$ cat config.mk
export PLATFORM = sky130hd
export DESIGN_NAME = imdr_ctrl
export DESIGN_NICKNAME = d
export VERILOG_FILES = /design/src/imdr_pkg.sv /design/src/imdr_fsm.sv /design/src/imdr_path_sel.sv /design/src/imdr_ctrl.sv
export VERILOG_INCLUDE_DIRS = /design/src
export SDC_FILE = /design/constraint.sdc
export NUM_CORES = 1
export LEC_CHECK = 0
export ABC_AREA = 1
export BUFFER_PORTS_ARGS = -buffer_cell sky130_fd_sc_hd__buf_4
export CORE_MARGIN = 4
export CORE_UTILIZATION = 52
export CTS_CLUSTER_SIZE = 14
export DETAILED_ROUTE_END_ITERATION = 7
export PLACE_DENSITY_LB_ADDON = 0.25
export SYNTH_ARGS = -nofsm -noshare
export SYNTH_HDL_FRONTEND = slang
export SYNTH_SLANG_ARGS = --single-unit
$ cat constraint.sdc
create_clock -name clk -period 3.5 [get_ports clk]
set_clock_uncertainty 0.05 [all_clocks]
set_input_delay 0.7 -clock clk [delete_from_list [all_inputs] [get_ports clk]]
set_output_delay 0.7 -clock clk [all_outputs]
set_load 0.005 [all_outputs]
$ cat src/imdr_cfg.svh
/*
 * imdr control configuration
 * counter, select and shift widths for the multiply/divide sequencer
 */
`ifndef IMDR_CFG_SVH
`define IMDR_CFG_SVH

// iteration counter, covers 31 divide steps
`define IMDR_CNT_W 5

// last divide/remainder step
`define IMDR_LAST {`IMDR_CNT_W{1'b1}}

// register-input selects for rac, ra, rb
`define IMDR_SEL_W 2

// b operand right shift in multiply post phase
`define IMDR_RSH_W 4

`endif

$ cat src/imdr_pkg.sv
/*
 * imdr package
 * state encoding of the sequencer and a flag view of the state word
 */
`default_nettype none

package imdr_pkg;

  // one-hot-ish encoding, bit 0 idle, bit 1 add-back
  typedef enum logic [4:0] {
    IDLE      = 5'b00001,   // waiting for a request
    R_ADDBACK = 5'b00010,   // remainder final add-back
    L_SUB     = 5'b00100,   // div/rem shift left, subtract
    L_ADD     = 5'b01000,   // div/rem shift left, add
    R_ADD     = 5'b01100,   // booth shift right by 2, add
    D_POST    = 5'b10100,   // divide post complement
    M_POST    = 5'b11000,   // multiply post complement, align
    PRE_COMPL = 5'b11100    // compare, pre-complement, swap
  } imdr_state_e;

  typedef struct packed {
    logic [2:0] phase;      // numbers the six plain states
    logic       addback;    // only set in R_ADDBACK
    logic       idle;       // only set in IDLE
  } imdr_state_flags_t;

  // same 5 bits, read as a state or as flags
  typedef union packed {
    imdr_state_e       state;
    imdr_state_flags_t flags;
  } imdr_state_u;

endpackage

`default_nettype wire

$ cat src/imdr_fsm.sv
/*
 * imdr state machine
 * sequences imul/idiv/irem through compare, loop and post phases,
 * counts iterations, tracks extreme operands and divide by zero
 */
`timescale 1ns/1ns
`default_nettype none
`include "imdr_cfg.svh"

module imdr_fsm (
  input  logic                   clk,
  input  logic                   reset_l,
  input  logic                   ie_mul_raw_d,   // imul request
  input  logic                   ie_div_raw_d,   // idiv request
  input  logic                   ie_rem_raw_d,   // irem request
  input  logic                   kill_inst_e,    // kills request in e stage
  input  logic                   pj_hold,        // pipeline hold
  input  logic                   bin_is0,        // zero divisor
  input  logic                   div_ovf,        // divide overflow
  input  logic                   sum_32,         // adder bit 32
  input  logic                   cout,           // adder carry out
  input  logic                   extreme_1,
  input  logic                   extreme_2,
  input  logic                   leading0_r,     // upper b bits all zero
  input  logic                   cur_rbb1,       // current rbb[1]
  output imdr_pkg::imdr_state_u  st,
  output imdr_pkg::imdr_state_u  nxt_st,
  output logic [`IMDR_CNT_W-1:0] cnt,
  output logic [`IMDR_CNT_W-1:0] nxt_cnt,
  output logic                   mul_e,
  output logic                   div_e,
  output logic                   rem_e,
  output logic                   nxt_mul_e,
  output logic                   nxt_div_e,
  output logic                   nxt_rem_e,
  output logic                   start,          // idle with live request
  output logic                   d_extreme,
  output logic                   r_extreme,
  output logic                   d_extreme_r,
  output logic                   r_extreme_r,
  output logic                   imdr_done_e,
  output logic                   imdr_div0_e
);
  import imdr_pkg::*;

  logic ie_mul_d, ie_div_d, ie_rem_d;
  logic any_req;
  logic loop_last;
  logic mul_exit;
  logic nxt_d_extreme_r, nxt_r_extreme_r;
  logic nxt_div0, div0_r;

  assign ie_mul_d = ie_mul_raw_d & ~kill_inst_e;   // killed requests vanish
  assign ie_div_d = ie_div_raw_d & ~kill_inst_e;
  assign ie_rem_d = ie_rem_raw_d & ~kill_inst_e;
  assign any_req  = ie_mul_d | ie_div_d | ie_rem_d;

  assign start     = (st.state == IDLE) && any_req;
  assign loop_last = (cnt == `IMDR_LAST);           // step 31
  assign mul_exit  = leading0_r && !cur_rbb1;       // nothing left to add

  // extreme div/rem operands found in the compare cycle
  assign d_extreme = (st.state == PRE_COMPL) && div_e && (div_ovf || bin_is0 || !sum_32);
  assign r_extreme = (st.state == PRE_COMPL) && rem_e && (div_ovf || bin_is0 || !sum_32);

  assign nxt_d_extreme_r = (st.state == PRE_COMPL) ? d_extreme :
                           (st.state != IDLE) && d_extreme_r;   // kept till idle
  assign nxt_r_extreme_r = (st.state == PRE_COMPL) ? r_extreme :
                           (st.state != IDLE) && r_extreme_r;

  assign nxt_div0 = (nxt_st.state != IDLE) && (div_e || rem_e) && bin_is0;

  always_comb begin
    nxt_st    = st;          // hold by default
    nxt_cnt   = cnt;
    nxt_mul_e = mul_e;
    nxt_div_e = div_e;
    nxt_rem_e = rem_e;
    case (st.state)
      IDLE: begin
        nxt_st.state = any_req ? PRE_COMPL : IDLE;
        nxt_mul_e    = ie_mul_d;   // latch the operation
        nxt_div_e    = ie_div_d;
        nxt_rem_e    = ie_rem_d;
      end
      PRE_COMPL: begin
        if (extreme_1 || extreme_2) begin
          nxt_st.state = M_POST;    // skip the loop
        end else begin
          nxt_st.state = mul_e ? R_ADD : L_SUB;
        end
        nxt_cnt = `IMDR_CNT_W'(1);
      end
      R_ADD: begin
        nxt_st.state = mul_exit ? M_POST : R_ADD;
        nxt_cnt      = mul_exit ? cnt : cnt + `IMDR_CNT_W'(1);
      end
      L_SUB, L_ADD: begin
        if (loop_last) begin
          nxt_st.state = div_e ? D_POST : R_ADDBACK;
        end else begin
          nxt_st.state = cout ? L_SUB : L_ADD;   // non-restoring step
        end
        nxt_cnt = cnt + `IMDR_CNT_W'(1);
      end
      M_POST, D_POST, R_ADDBACK: begin
        if (!pj_hold) nxt_st.state = IDLE;    // post state waits on hold
      end
      default: nxt_st.state = IDLE;
    endcase
  end

  always_ff @(posedge clk) begin
    if (!reset_l) begin
      st.state    <= IDLE;
      cnt         <= '0;
      mul_e       <= 1'b0;
      div_e       <= 1'b0;
      rem_e       <= 1'b0;
      d_extreme_r <= 1'b0;
      r_extreme_r <= 1'b0;
      div0_r      <= 1'b0;
    end else begin
      st          <= nxt_st;
      cnt         <= nxt_cnt;
      mul_e       <= nxt_mul_e;
      div_e       <= nxt_div_e;
      rem_e       <= nxt_rem_e;
      d_extreme_r <= nxt_d_extreme_r;
      r_extreme_r <= nxt_r_extreme_r;
      div0_r      <= nxt_div0;
    end
  end

  // done also while idle with no request pending
  assign imdr_done_e = (st.state == D_POST) || (st.state == M_POST) ||
                       (st.state == R_ADDBACK) ||
                       ((st.state == IDLE) && !(ie_mul_raw_d | ie_div_raw_d | ie_rem_raw_d));

  assign imdr_div0_e = div0_r & (ie_div_d | ie_rem_d);   // only with a live div/rem

endmodule

`default_nettype wire

$ cat src/imdr_path_sel.sv
/*
 * imdr path select
 * decodes the sequencer state into datapath selects, clears, carry-in
 * and compare-cycle strobes; operand path selects are registered
 */
`timescale 1ns/1ns
`default_nettype none
`include "imdr_cfg.svh"

module imdr_path_sel (
  input  logic                   clk,
  input  logic                   reset_l,
  input  imdr_pkg::imdr_state_u  st,
  input  imdr_pkg::imdr_state_u  nxt_st,
  input  logic [`IMDR_CNT_W-1:0] cnt,
  input  logic [`IMDR_CNT_W-1:0] nxt_cnt,
  input  logic                   mul_e,
  input  logic                   div_e,
  input  logic                   rem_e,
  input  logic                   nxt_mul_e,
  input  logic                   nxt_div_e,
  input  logic                   nxt_rem_e,
  input  logic                   start,
  input  logic                   d_extreme,
  input  logic                   r_extreme,
  input  logic                   d_extreme_r,
  input  logic                   r_extreme_r,
  input  logic                   ie_data_a_d_31,   // a operand sign
  input  logic                   ie_data_b_d_31,   // b operand sign
  input  logic                   ain_is0,
  input  logic                   bin_is0,
  input  logic                   div_ovf,
  input  logic                   bin_sign,
  input  logic                   out_sign,
  input  logic                   out_sign_r,
  input  logic                   cout,
  input  logic                   rem_sum32,        // sum32 of a remainder
  input  logic                   nxt_booth_0,      // booth digit is zero
  input  logic                   booth_neg,        // booth digit negative
  output logic [`IMDR_SEL_W-1:0] sel_rac,
  output logic [`IMDR_SEL_W-1:0] sel_ra,
  output logic [`IMDR_SEL_W-1:0] sel_rb,
  output logic [`IMDR_RSH_W-1:0] sel_rsh_b,
  output logic                   clr_rac,
  output logic                   clr_ra2,
  output logic                   clr_rb,
  output logic                   clr_rbb,
  output logic                   clr_aop_n,        // active low
  output logic                   sel_rem_a,
  output logic                   sel_mag_a,
  output logic                   sel_rb_b,
  output logic                   sel_neg_b,
  output logic                   sel_sum_a,
  output logic                   sel_compl_a,
  output logic                   sel_sum,
  output logic                   cyc_compare,
  output logic                   ld_a_oprd0,
  output logic                   ld_b_oprd0,
  output logic                   ld_leading0,
  output logic                   clr_a_oprd0,
  output logic                   clr_b_oprd0,
  output logic                   clr_leading0,
  output logic                   ld_sign,
  output logic                   clr_sign,
  output logic                   cin,
  output logic                   mask32_n,         // active low
  output logic                   mul_cmp,
  output logic                   div_cmp,
  output logic                   rem_cmp
);
  import imdr_pkg::*;

  logic cmp_cyc, dr_e, last_step;
  logic nxt_clr_aop_n, nxt_rem_a, nxt_mag_a, nxt_rb_b, nxt_neg_b;
  logic nxt_sum_a, nxt_compl_a;
  logic [`IMDR_RSH_W-1:0] nxt_rsh_b;

  assign cmp_cyc   = (st.state == PRE_COMPL);
  assign dr_e      = div_e || rem_e;
  assign last_step = ((st.state == L_SUB) || (st.state == L_ADD)) && rem_e &&
                     (cnt == `IMDR_LAST);   // step before add-back

  // register-input selects, first match wins
  always_comb begin
    if ((cmp_cyc || nxt_st.flags.addback) && dr_e) sel_rac = `IMDR_SEL_W'(3);
    else if ((st.state != R_ADDBACK) && dr_e)      sel_rac = `IMDR_SEL_W'(2);
    else if ((st.state != M_POST) && mul_e)        sel_rac = `IMDR_SEL_W'(1);
    else                                           sel_rac = '0;

    if (start)                                           sel_ra = `IMDR_SEL_W'(3);
    else if (cmp_cyc && (mul_e || div_e || rem_sum32))   sel_ra = `IMDR_SEL_W'(2);
    else if (((st.state == L_SUB) || (st.state == L_ADD)) && dr_e)
                                                         sel_ra = `IMDR_SEL_W'(1);
    else                                                 sel_ra = '0;

    if (start)                                    sel_rb = `IMDR_SEL_W'(3);
    else if (cmp_cyc && (mul_e || dr_e))          sel_rb = `IMDR_SEL_W'(2);
    else if ((st.state != M_POST) && mul_e)       sel_rb = `IMDR_SEL_W'(1);
    else                                          sel_rb = '0;
  end

  // clears take effect next cycle, all forced in reset
  assign clr_rac = ~reset_l || (mul_e ? cmp_cyc : (st.state == IDLE));
  assign clr_ra2 = ~reset_l || cmp_cyc && (bin_is0 || rem_e && div_ovf);
  assign clr_rb  = ~reset_l || cmp_cyc && ain_is0 || last_step && cout;   // no add-back needed
  assign clr_rbb = ~reset_l;

  // a operand path
  assign nxt_clr_aop_n = !(nxt_booth_0 || (nxt_st.state == M_POST));
  assign nxt_rem_a     = nxt_div_e || nxt_rem_e;
  assign nxt_mag_a     = (nxt_st.state == PRE_COMPL);

  // b operand path, post phase aligns the product
  assign nxt_rsh_b = (nxt_st.state == M_POST) ? nxt_cnt[`IMDR_RSH_W-1:0] : '0;
  assign nxt_rb_b  = (nxt_st.state == PRE_COMPL) || nxt_div_e || nxt_rem_e ||
                     (nxt_st.state == M_POST) && nxt_cnt[`IMDR_CNT_W-1];
  assign nxt_neg_b = (nxt_st.state == PRE_COMPL) && !ie_data_b_d_31 ||
                     (nxt_st.state == M_POST) && out_sign && (nxt_mul_e || nxt_div_e) ||
                     (nxt_st.state == L_SUB);

  // final result path
  assign nxt_sum_a   = nxt_st.flags.addback;
  assign nxt_compl_a = (nxt_st.state == PRE_COMPL) ? ie_data_a_d_31 :
                       (nxt_div_e && !(d_extreme || d_extreme_r) ||
                        nxt_rem_e && !(r_extreme || r_extreme_r)) && out_sign;

  always_ff @(posedge clk) begin
    if (!reset_l) begin
      clr_aop_n   <= 1'b0;
      sel_rem_a   <= 1'b0;
      sel_mag_a   <= 1'b0;
      sel_rsh_b   <= '0;
      sel_rb_b    <= 1'b0;
      sel_neg_b   <= 1'b0;
      sel_sum_a   <= 1'b0;
      sel_compl_a <= 1'b0;
    end else begin
      clr_aop_n   <= nxt_clr_aop_n;
      sel_rem_a   <= nxt_rem_a;
      sel_mag_a   <= nxt_mag_a;
      sel_rsh_b   <= nxt_rsh_b;
      sel_rb_b    <= nxt_rb_b;
      sel_neg_b   <= nxt_neg_b;
      sel_sum_a   <= nxt_sum_a;
      sel_compl_a <= nxt_compl_a;
    end
  end

  assign sel_sum = mul_e || rem_e && (st.state != R_ADDBACK) && !r_extreme_r;

  // compare cycle and zero detect strobes
  assign cyc_compare  = cmp_cyc;
  assign ld_a_oprd0   = cmp_cyc;
  assign ld_b_oprd0   = cmp_cyc;
  assign ld_leading0  = cmp_cyc || mul_e;
  assign clr_a_oprd0  = ~reset_l || (st.state == IDLE);
  assign clr_b_oprd0  = ~reset_l || (st.state == IDLE);
  assign clr_leading0 = ~reset_l || (st.state == IDLE);

  assign ld_sign  = ~reset_l || cmp_cyc;
  assign clr_sign = ~reset_l || ain_is0 || bin_is0;
  assign mul_cmp  = cmp_cyc && mul_e;
  assign div_cmp  = cmp_cyc && div_e;
  assign rem_cmp  = cmp_cyc && rem_e;

  assign cin = cmp_cyc && !bin_sign ||              // negate b early
               (st.state == R_ADD) && booth_neg ||
               (st.state == M_POST) && out_sign_r ||
               (st.state == L_SUB);
  assign mask32_n = !((st.state == M_POST) || cmp_cyc);

endmodule

`default_nettype wire

$ cat src/imdr_ctrl.sv
/*
 * imdr control top
 * iterative multiply/divide/remainder sequencer, fsm plus path select
 */
`timescale 1ns/1ns
`default_nettype none
`include "imdr_cfg.svh"

module imdr_ctrl (
  input  logic                   clk,
  input  logic                   reset_l,
  input  logic                   ie_mul_raw_d,
  input  logic                   ie_div_raw_d,
  input  logic                   ie_rem_raw_d,
  input  logic                   kill_inst_e,
  input  logic                   pj_hold,
  input  logic                   ie_data_a_d_31,
  input  logic                   ie_data_b_d_31,
  input  logic                   ain_is0,
  input  logic                   bin_is0,
  input  logic                   div_ovf,
  input  logic                   leading0_r,
  input  logic                   bin_sign,
  input  logic                   out_sign,
  input  logic                   out_sign_r,
  input  logic                   sum_32,
  input  logic                   cout,
  input  logic                   extreme_1,
  input  logic                   extreme_2,
  input  logic                   rem_sum32,
  input  logic                   nxt_booth_0,
  input  logic                   booth_neg,
  input  logic                   cur_rbb1,
  output logic                   imdr_done_e,
  output logic                   imdr_div0_e,
  output logic [`IMDR_SEL_W-1:0] sel_rac,
  output logic [`IMDR_SEL_W-1:0] sel_ra,
  output logic [`IMDR_SEL_W-1:0] sel_rb,
  output logic [`IMDR_RSH_W-1:0] sel_rsh_b,
  output logic                   clr_rac,
  output logic                   clr_ra2,
  output logic                   clr_rb,
  output logic                   clr_rbb,
  output logic                   clr_aop_n,
  output logic                   sel_rem_a,
  output logic                   sel_mag_a,
  output logic                   sel_rb_b,
  output logic                   sel_neg_b,
  output logic                   sel_sum_a,
  output logic                   sel_compl_a,
  output logic                   sel_sum,
  output logic                   cyc_compare,
  output logic                   ld_a_oprd0,
  output logic                   ld_b_oprd0,
  output logic                   ld_leading0,
  output logic                   clr_a_oprd0,
  output logic                   clr_b_oprd0,
  output logic                   clr_leading0,
  output logic                   ld_sign,
  output logic                   clr_sign,
  output logic                   cin,
  output logic                   mask32_n,
  output logic                   mul_cmp,
  output logic                   div_cmp,
  output logic                   rem_cmp
);
  import imdr_pkg::*;

  imdr_state_u            st, nxt_st;        // state, seen as state or flags
  logic [`IMDR_CNT_W-1:0] cnt, nxt_cnt;      // iteration count
  logic                   mul_e, div_e, rem_e;
  logic                   nxt_mul_e, nxt_div_e, nxt_rem_e;
  logic                   start;
  logic                   d_extreme, r_extreme;
  logic                   d_extreme_r, r_extreme_r;

  // sequencing, counter, done
  imdr_fsm u_fsm (.*);

  // datapath strobes from state
  imdr_path_sel u_path_sel (.*);

endmodule

`default_nettype wire

==> out/metrics.cfg, run 1 <==
[setup_path]
r2r-start=u_fsm.st[1]
required_ns=2.75
critical_path_class=reg -> out
crit_start=u_fsm.st[1]
arrival_ns=2.05
cp-start-kind=flip-flop
crit_path_end_kind=output pin
worst-path-max-fanout=14

[timing]
tightest_slew_ns=0.5047
slew_violations=0
hold_viol=0
setup_viol=0
fmaxAchievable_ghz=0.3567
fin_crit_sh=0.8009
layout_min_cycle_time_ns=2.803
rsz0062_at_grt=no
fin_setup_tns_ns=0
maxSlewHeadroom=0.6626

[finish]
area_growth_pct=31.58
fin_cells=334
antenna_cells=0
utilization=0.7298
drive_gt1_frac=0.2607
fin_nets=330
design_area_um2=2064

[detailed_routing]
routedWlPerCell_um=13.27
drc=0
drt.antenna.violating_nets=0
dr.first_iter.drc_count=201
first_pass_iters=4
drt-total-wl_um=4431
vias=1739
viasPerCell=5.207

[die]
die_w_um=62.93
initial_utilization=0.5546
coreArea_um2=2829
std_cell_rows=19
io_pins=62
die_area_um2=3960
die_y_um=62.93

[logic_synthesis]
synthTopCellsByArea=dfxtp_1, nand2_1, inv_1, nor2_1, nand4_1
syn_inst=246
ys_seq_area_frac=0.3317
yosys.area.top_type=dfxtp_1
syn_area_um2=1569
yosysTopAreaCellShare=0.3317
yosys_warnings=0
synthDistinctLibCells=31
async_reset_ff_frac=0
synth_edf_count=0
postSynthAreaPerCell_um2=6.378
synthesis.nets=272
ys.flop_type=dfxtp_1
ys_seq_elements=26

[placed_design]
dpl.hpwl_um=3603
portBuffers=61
place_area_um2=2012
post-place-cells=330
gp_congestion=0.9535

[global_route]
track_usage=0.2286
grt_start_max_net_pins=16
antenna_found_initial=0
grt_overflow_total=0
grt_pass1_wl_um=7417
grt_pass1_vias=1641

[clocking]
cts_root_buf=clkbuf_4
tritoncts=done
cts_hold_buf=0
cts_inserted_buffers=3
max-clock-path-buffers=2
cts.clk_slew.worst_paths_ns=0.15
ctsResizeCount=0
htree_levels=1
cts_sinks=26
worstSkewPairLatency_ns=0.33
postCtsSetupBuffers=0

[min_path]
worstHoldPathType=reg -> reg
worstHoldStart=u_fsm.d_extreme_r

[power_and_ir_drop]
powerDensity_nw_per_um2=599.0
ir_drop_v=0.0004846
fin_total_pwr_w=0.001237
cellLeakagePower_nw=1.126

[run]
max_cap_viol_count=0

[status]
outcome=completed

==> metal layers <==
metal	track usage	up-vias	wire length, um
met5	0	-	0
met4	0.06887	0	54
met3	0.04496	7	255
met2	0.3623	57	2022
met1	0.3110	769	2098
li1	-	906	-
==> where the power goes <==
group	internal [W]	switching, W	total, W
logic	0.000259	0.000360	0.000620
registers	0.000354	0.0000526	0.000407
clock network	0.000116	0.0000943	0.000210
total	0.000730	0.000507	0.00124
==> logic make-up after synthesis <==
family	count (synthesis)	synth area share
AO/OA/AOI/OAI	31	0.1228
adder cells (fa/ha/maj)	2	0.01595
buffers and inverters	48	0.1300
flip-flops	26	0.3317
AND/OR/NAND/NOR	139	0.3995
==> sequential cells by signal (all words and copies together) (netlist names) <==
| register | count |
|---|---|
| u_fsm.div0_r | 1 |
| u_fsm.rem_e | 1 |
| u_path_sel.sel_mag_a | 1 |
| u_path_sel.sel_neg_b | 1 |
| u_path_sel.clr_aop_n | 1 |
| u_path_sel.sel_rem_a | 1 |
| u_fsm.cnt | 5 |
| u_path_sel.sel_compl_a | 1 |
| u_fsm.mul_e | 1 |
| u_fsm.div_e | 1 |
| u_fsm.r_extreme_r | 1 |
| u_fsm.st | 5 |
| u_path_sel.sel_rsh_b | 4 |
| u_fsm.d_extreme_r | 1 |
| u_path_sel.sel_rb_b | 1 |
==> cell type report <==
class                   instances  area (um^2)
inverters                      40        150.1
well taps                      31        38.79
multi-input cells             172        844.6
fillers                       256        764.5
clock buffers                   3        22.52
repair buffers                 61        457.9
clock inverters                 1        30.03
flip-flops and latches         26        520.5
==> synthesized netlist by cell type (2+ instances only) <==
library cell  instances
nand4_1              13
buf_4                 5
o21ai_0              12
nor2_1               36
inv_2                 3
nand2_1              65
a21boi_0              2
nor3_1                2
a21oi_1               6
o22ai_1               3
nand3_1              12
o211ai_1              2
ha_1                  2
o31ai_1               2
nor2_4                2
dfxtp_1              26
inv_1                37
nand3_2               3
==> metrics by stage <==
| step | setup WS (ns) | hold WS (ns) |
|---|---|---|
| after floorplan | 1.453 | 0.4082 |
| after global placement | 1.114 | 0.4254 |
| after detailed placement | 1.061 | 0.4390 |
| after CTS | 0.6963 | 0.4586 |
| after global routing | 0.4190 | 0.4864 |
| final | 0.6967 | 0.4604 |
==> final timing paths <==
path | end | cells past startpoint | slack, ns
min | u_fsm.d_extreme_r | 2 | 0.46
max reg2reg | u_path_sel.sel_rb_b | 8 | 1.58
max | sel_rac[1] | 6 | 0.70
min reg2reg | u_fsm.d_extreme_r | 2 | 0.46
==> layout by cell type (no fill, tap or decap), types with 2 or more instances in the layout <==
cell type | synthesis | routed
inv_1 | 37 | 37
o31ai_1 | 2 | 2
nand3_1 | 12 | 12
inv_2 | 3 | 3
nand3_2 | 3 | 3
dfxtp_1 | 26 | 26
nor2_4 | 2 | 2
o211ai_1 | 2 | 2
nand4_1 | 13 | 13
buf_4 | 5 | 61
ha_1 | 2 | 2
nand2_1 | 65 | 65
nor3_1 | 2 | 2
a21oi_1 | 6 | 6
a21boi_0 | 2 | 2
clkbuf_4 | 1 | 3
o21ai_0 | 12 | 12
o22ai_1 | 3 | 3
nor2_1 | 36 | 36
==> critical path, cell delays in order, from the launching register on <==
cell and delay [ns]:
dfxtp_1 0.41, nor2_4 0.23, nand3_1 0.41, inv_1 0.31
o22ai_1 0.14, o21ai_0 0.10, buf_4 0.13
Power figures use the tool's default switching activity.
==> run 2, diff against run 1 <==
Settings changed: CORE_UTILIZATION 52 to 48.
Clock period 3.5 ns to 2.8 ns, I/O delays scaled along.
==> run 2 against run 1 <==
Compared with the run above:
- register-to-register slack worse by 0.73 ns
- core utilization fell by 5.1 points
- sequential cell count stayed put
- power grew 25%
- die area grew 7.3%
- critical endpoint unchanged
- largest cell class unchanged
- highest routed layer unchanged
==> out/metrics.cfg, run 2 (synthesized netlist as in run 1, its figures left out) <==
[setup_path]
worst-path-max-fanout=5
r2r_setup_slack_ns=0.85
crit_path_end_kind=output pin
critical_path_class=reg -> out
arrival_ns=1.94
cp-start-kind=flip-flop
required_ns=2.19

[placed_design]
gp_congestion=0.9755
portBuffers=61
dpl.hpwl_um=3553

[clocking]
cts.clk_slew.worst_paths_ns=0.15
cts_root_buf=clkbuf_4
cts_inserted_buffers=3
cts_hold_buf=0
tritoncts=done
worstSkewPairLatency_ns=0.33
max-clock-path-buffers=2
cts_sinks=26
htree_levels=1

[finish]
utilization=0.6785
register_area_um2=520.5
drive_gt1_frac=0.2632
area_growth_pct=33.09
layout_common_cells=nand2_1, buf_4, inv_1, nor2_1, dfxtp_1
reg_top3=u_fsm.cnt x5, u_fsm.st x5, u_path_sel.sel_rsh_b x4
final_common_cell=nand2_1
multi_input_area_um2=844.6
fill_cells=292
antenna_cells=0
fin_nets=331

[timing]
fin_crit_sh=0.9097
tightest_slew_ns=0.4265
hold_viol=0
slew_violations=0
whs_ns=0.3894
fmaxAchievable_ghz=0.3926
setup_viol=0
rsz0062_at_grt=no
layout_min_cycle_time_ns=2.547
maxSlewHeadroom=0.7154
fin_setup_tns_ns=0

[die]
die_w_um=65.18
std_cell_rows=20
io_pins=62
die_area_um2=4248
initial_utilization=0.5098
die_y_um=65.18
coreArea_um2=3078

[detailed_routing]
viasPerCell=5.158
dr.first_iter.drc_count=105
first_pass_iters=5
vias=1795
drc=0
drt.antenna.violating_nets=0
drt-total-wl_um=4394
routedWlPerCell_um=12.63

[global_route]
grt_pass1_wl_um=7452
track_usage=0.2169
grt_overflow_total=0
grt_pass1_vias=1663
antenna_found_initial=0
grt_start_max_net_pins=16

[status]
outcome=completed

[power_and_ir_drop]
cellLeakagePower_nw=1.129
ir_drop_v=0.0004713
powerDensity_nw_per_um2=741.0

[min_path]
worstHoldPathType=in -> reg

[run]
max_cap_viol_count=0

[run 2: area by class of cell]
class / count / area share
Multi-Input combinational cell: 172 / 0.4044
Sequential cell: 26 / 0.2493
Timing Repair Buffer: 62 / 0.2229
Inverter: 40 / 0.07190
Tap cell: 44 / 0.02636
Clock inverter: 1 / 0.01438
Clock buffer: 3 / 0.01078
[run 2: report_power, final]
group          internal (W)  total, W  switching [W]
Sequential         0.000443  0.000508      0.0000650
Combinational      0.000327  0.000778       0.000451
Clock              0.000145  0.000261       0.000117
Total              0.000915   0.00155       0.000633
[run 2: final timing paths]
path | from | end | depth (start not counted)
worst max-delay path | u_fsm.cnt[0] | sel_rac[1] | 9
worst max register to register | u_fsm.cnt[0] | u_path_sel.clr_aop_n | 12
worst min register to register | u_fsm.d_extreme_r | u_fsm.d_extreme_r | 2
worst min-delay path | ie_data_a_d_31 | u_path_sel.sel_compl_a | 3
[run 2: stage by stage]
stage,worst slack (ns),power (W),std cells,area (um^2)
3_3_place_gp,0.6954,0.001281,344,2036
2_1_floorplan,0.9238,0.0009705,246,1569
5_1_grt,0.02072,0.001669,348,2088
3_5_place_dp,0.6472,0.001285,344,2036
4_1_cts,0.2435,0.001541,348,2088
6_report,0.2529,0.001547,348,2088
[run 2: what timing repair did]
item	in CTS	in global routing
endpoints found under the setup margin	0	1
hold endpoints to repair	0	0
buffers inserted	0	0
resized for setup	0	0
[run 2: critical path: stages, from the launching register on]
cell and delay (ns):
dfxtp_1 0.37, ha_1 0.18, nand2_1 0.07, nor2_1 0.10, ha_1 0.23, nand2_1 0.07, o21ai_0 0.23, o22ai_1 0.12
o21ai_0 0.10, buf_4 0.14
[run 2: layer usage]
layer | GRT usage | wire length [um] | up-vias
li1 | - | - | 903
met1 | 0.2941 | 1943 | 808
met2 | 0.3590 | 2058 | 80
met3 | 0.03590 | 355 | 4
met4 | 0.05181 | 36 | 0
met5 | 0 | 0 | -
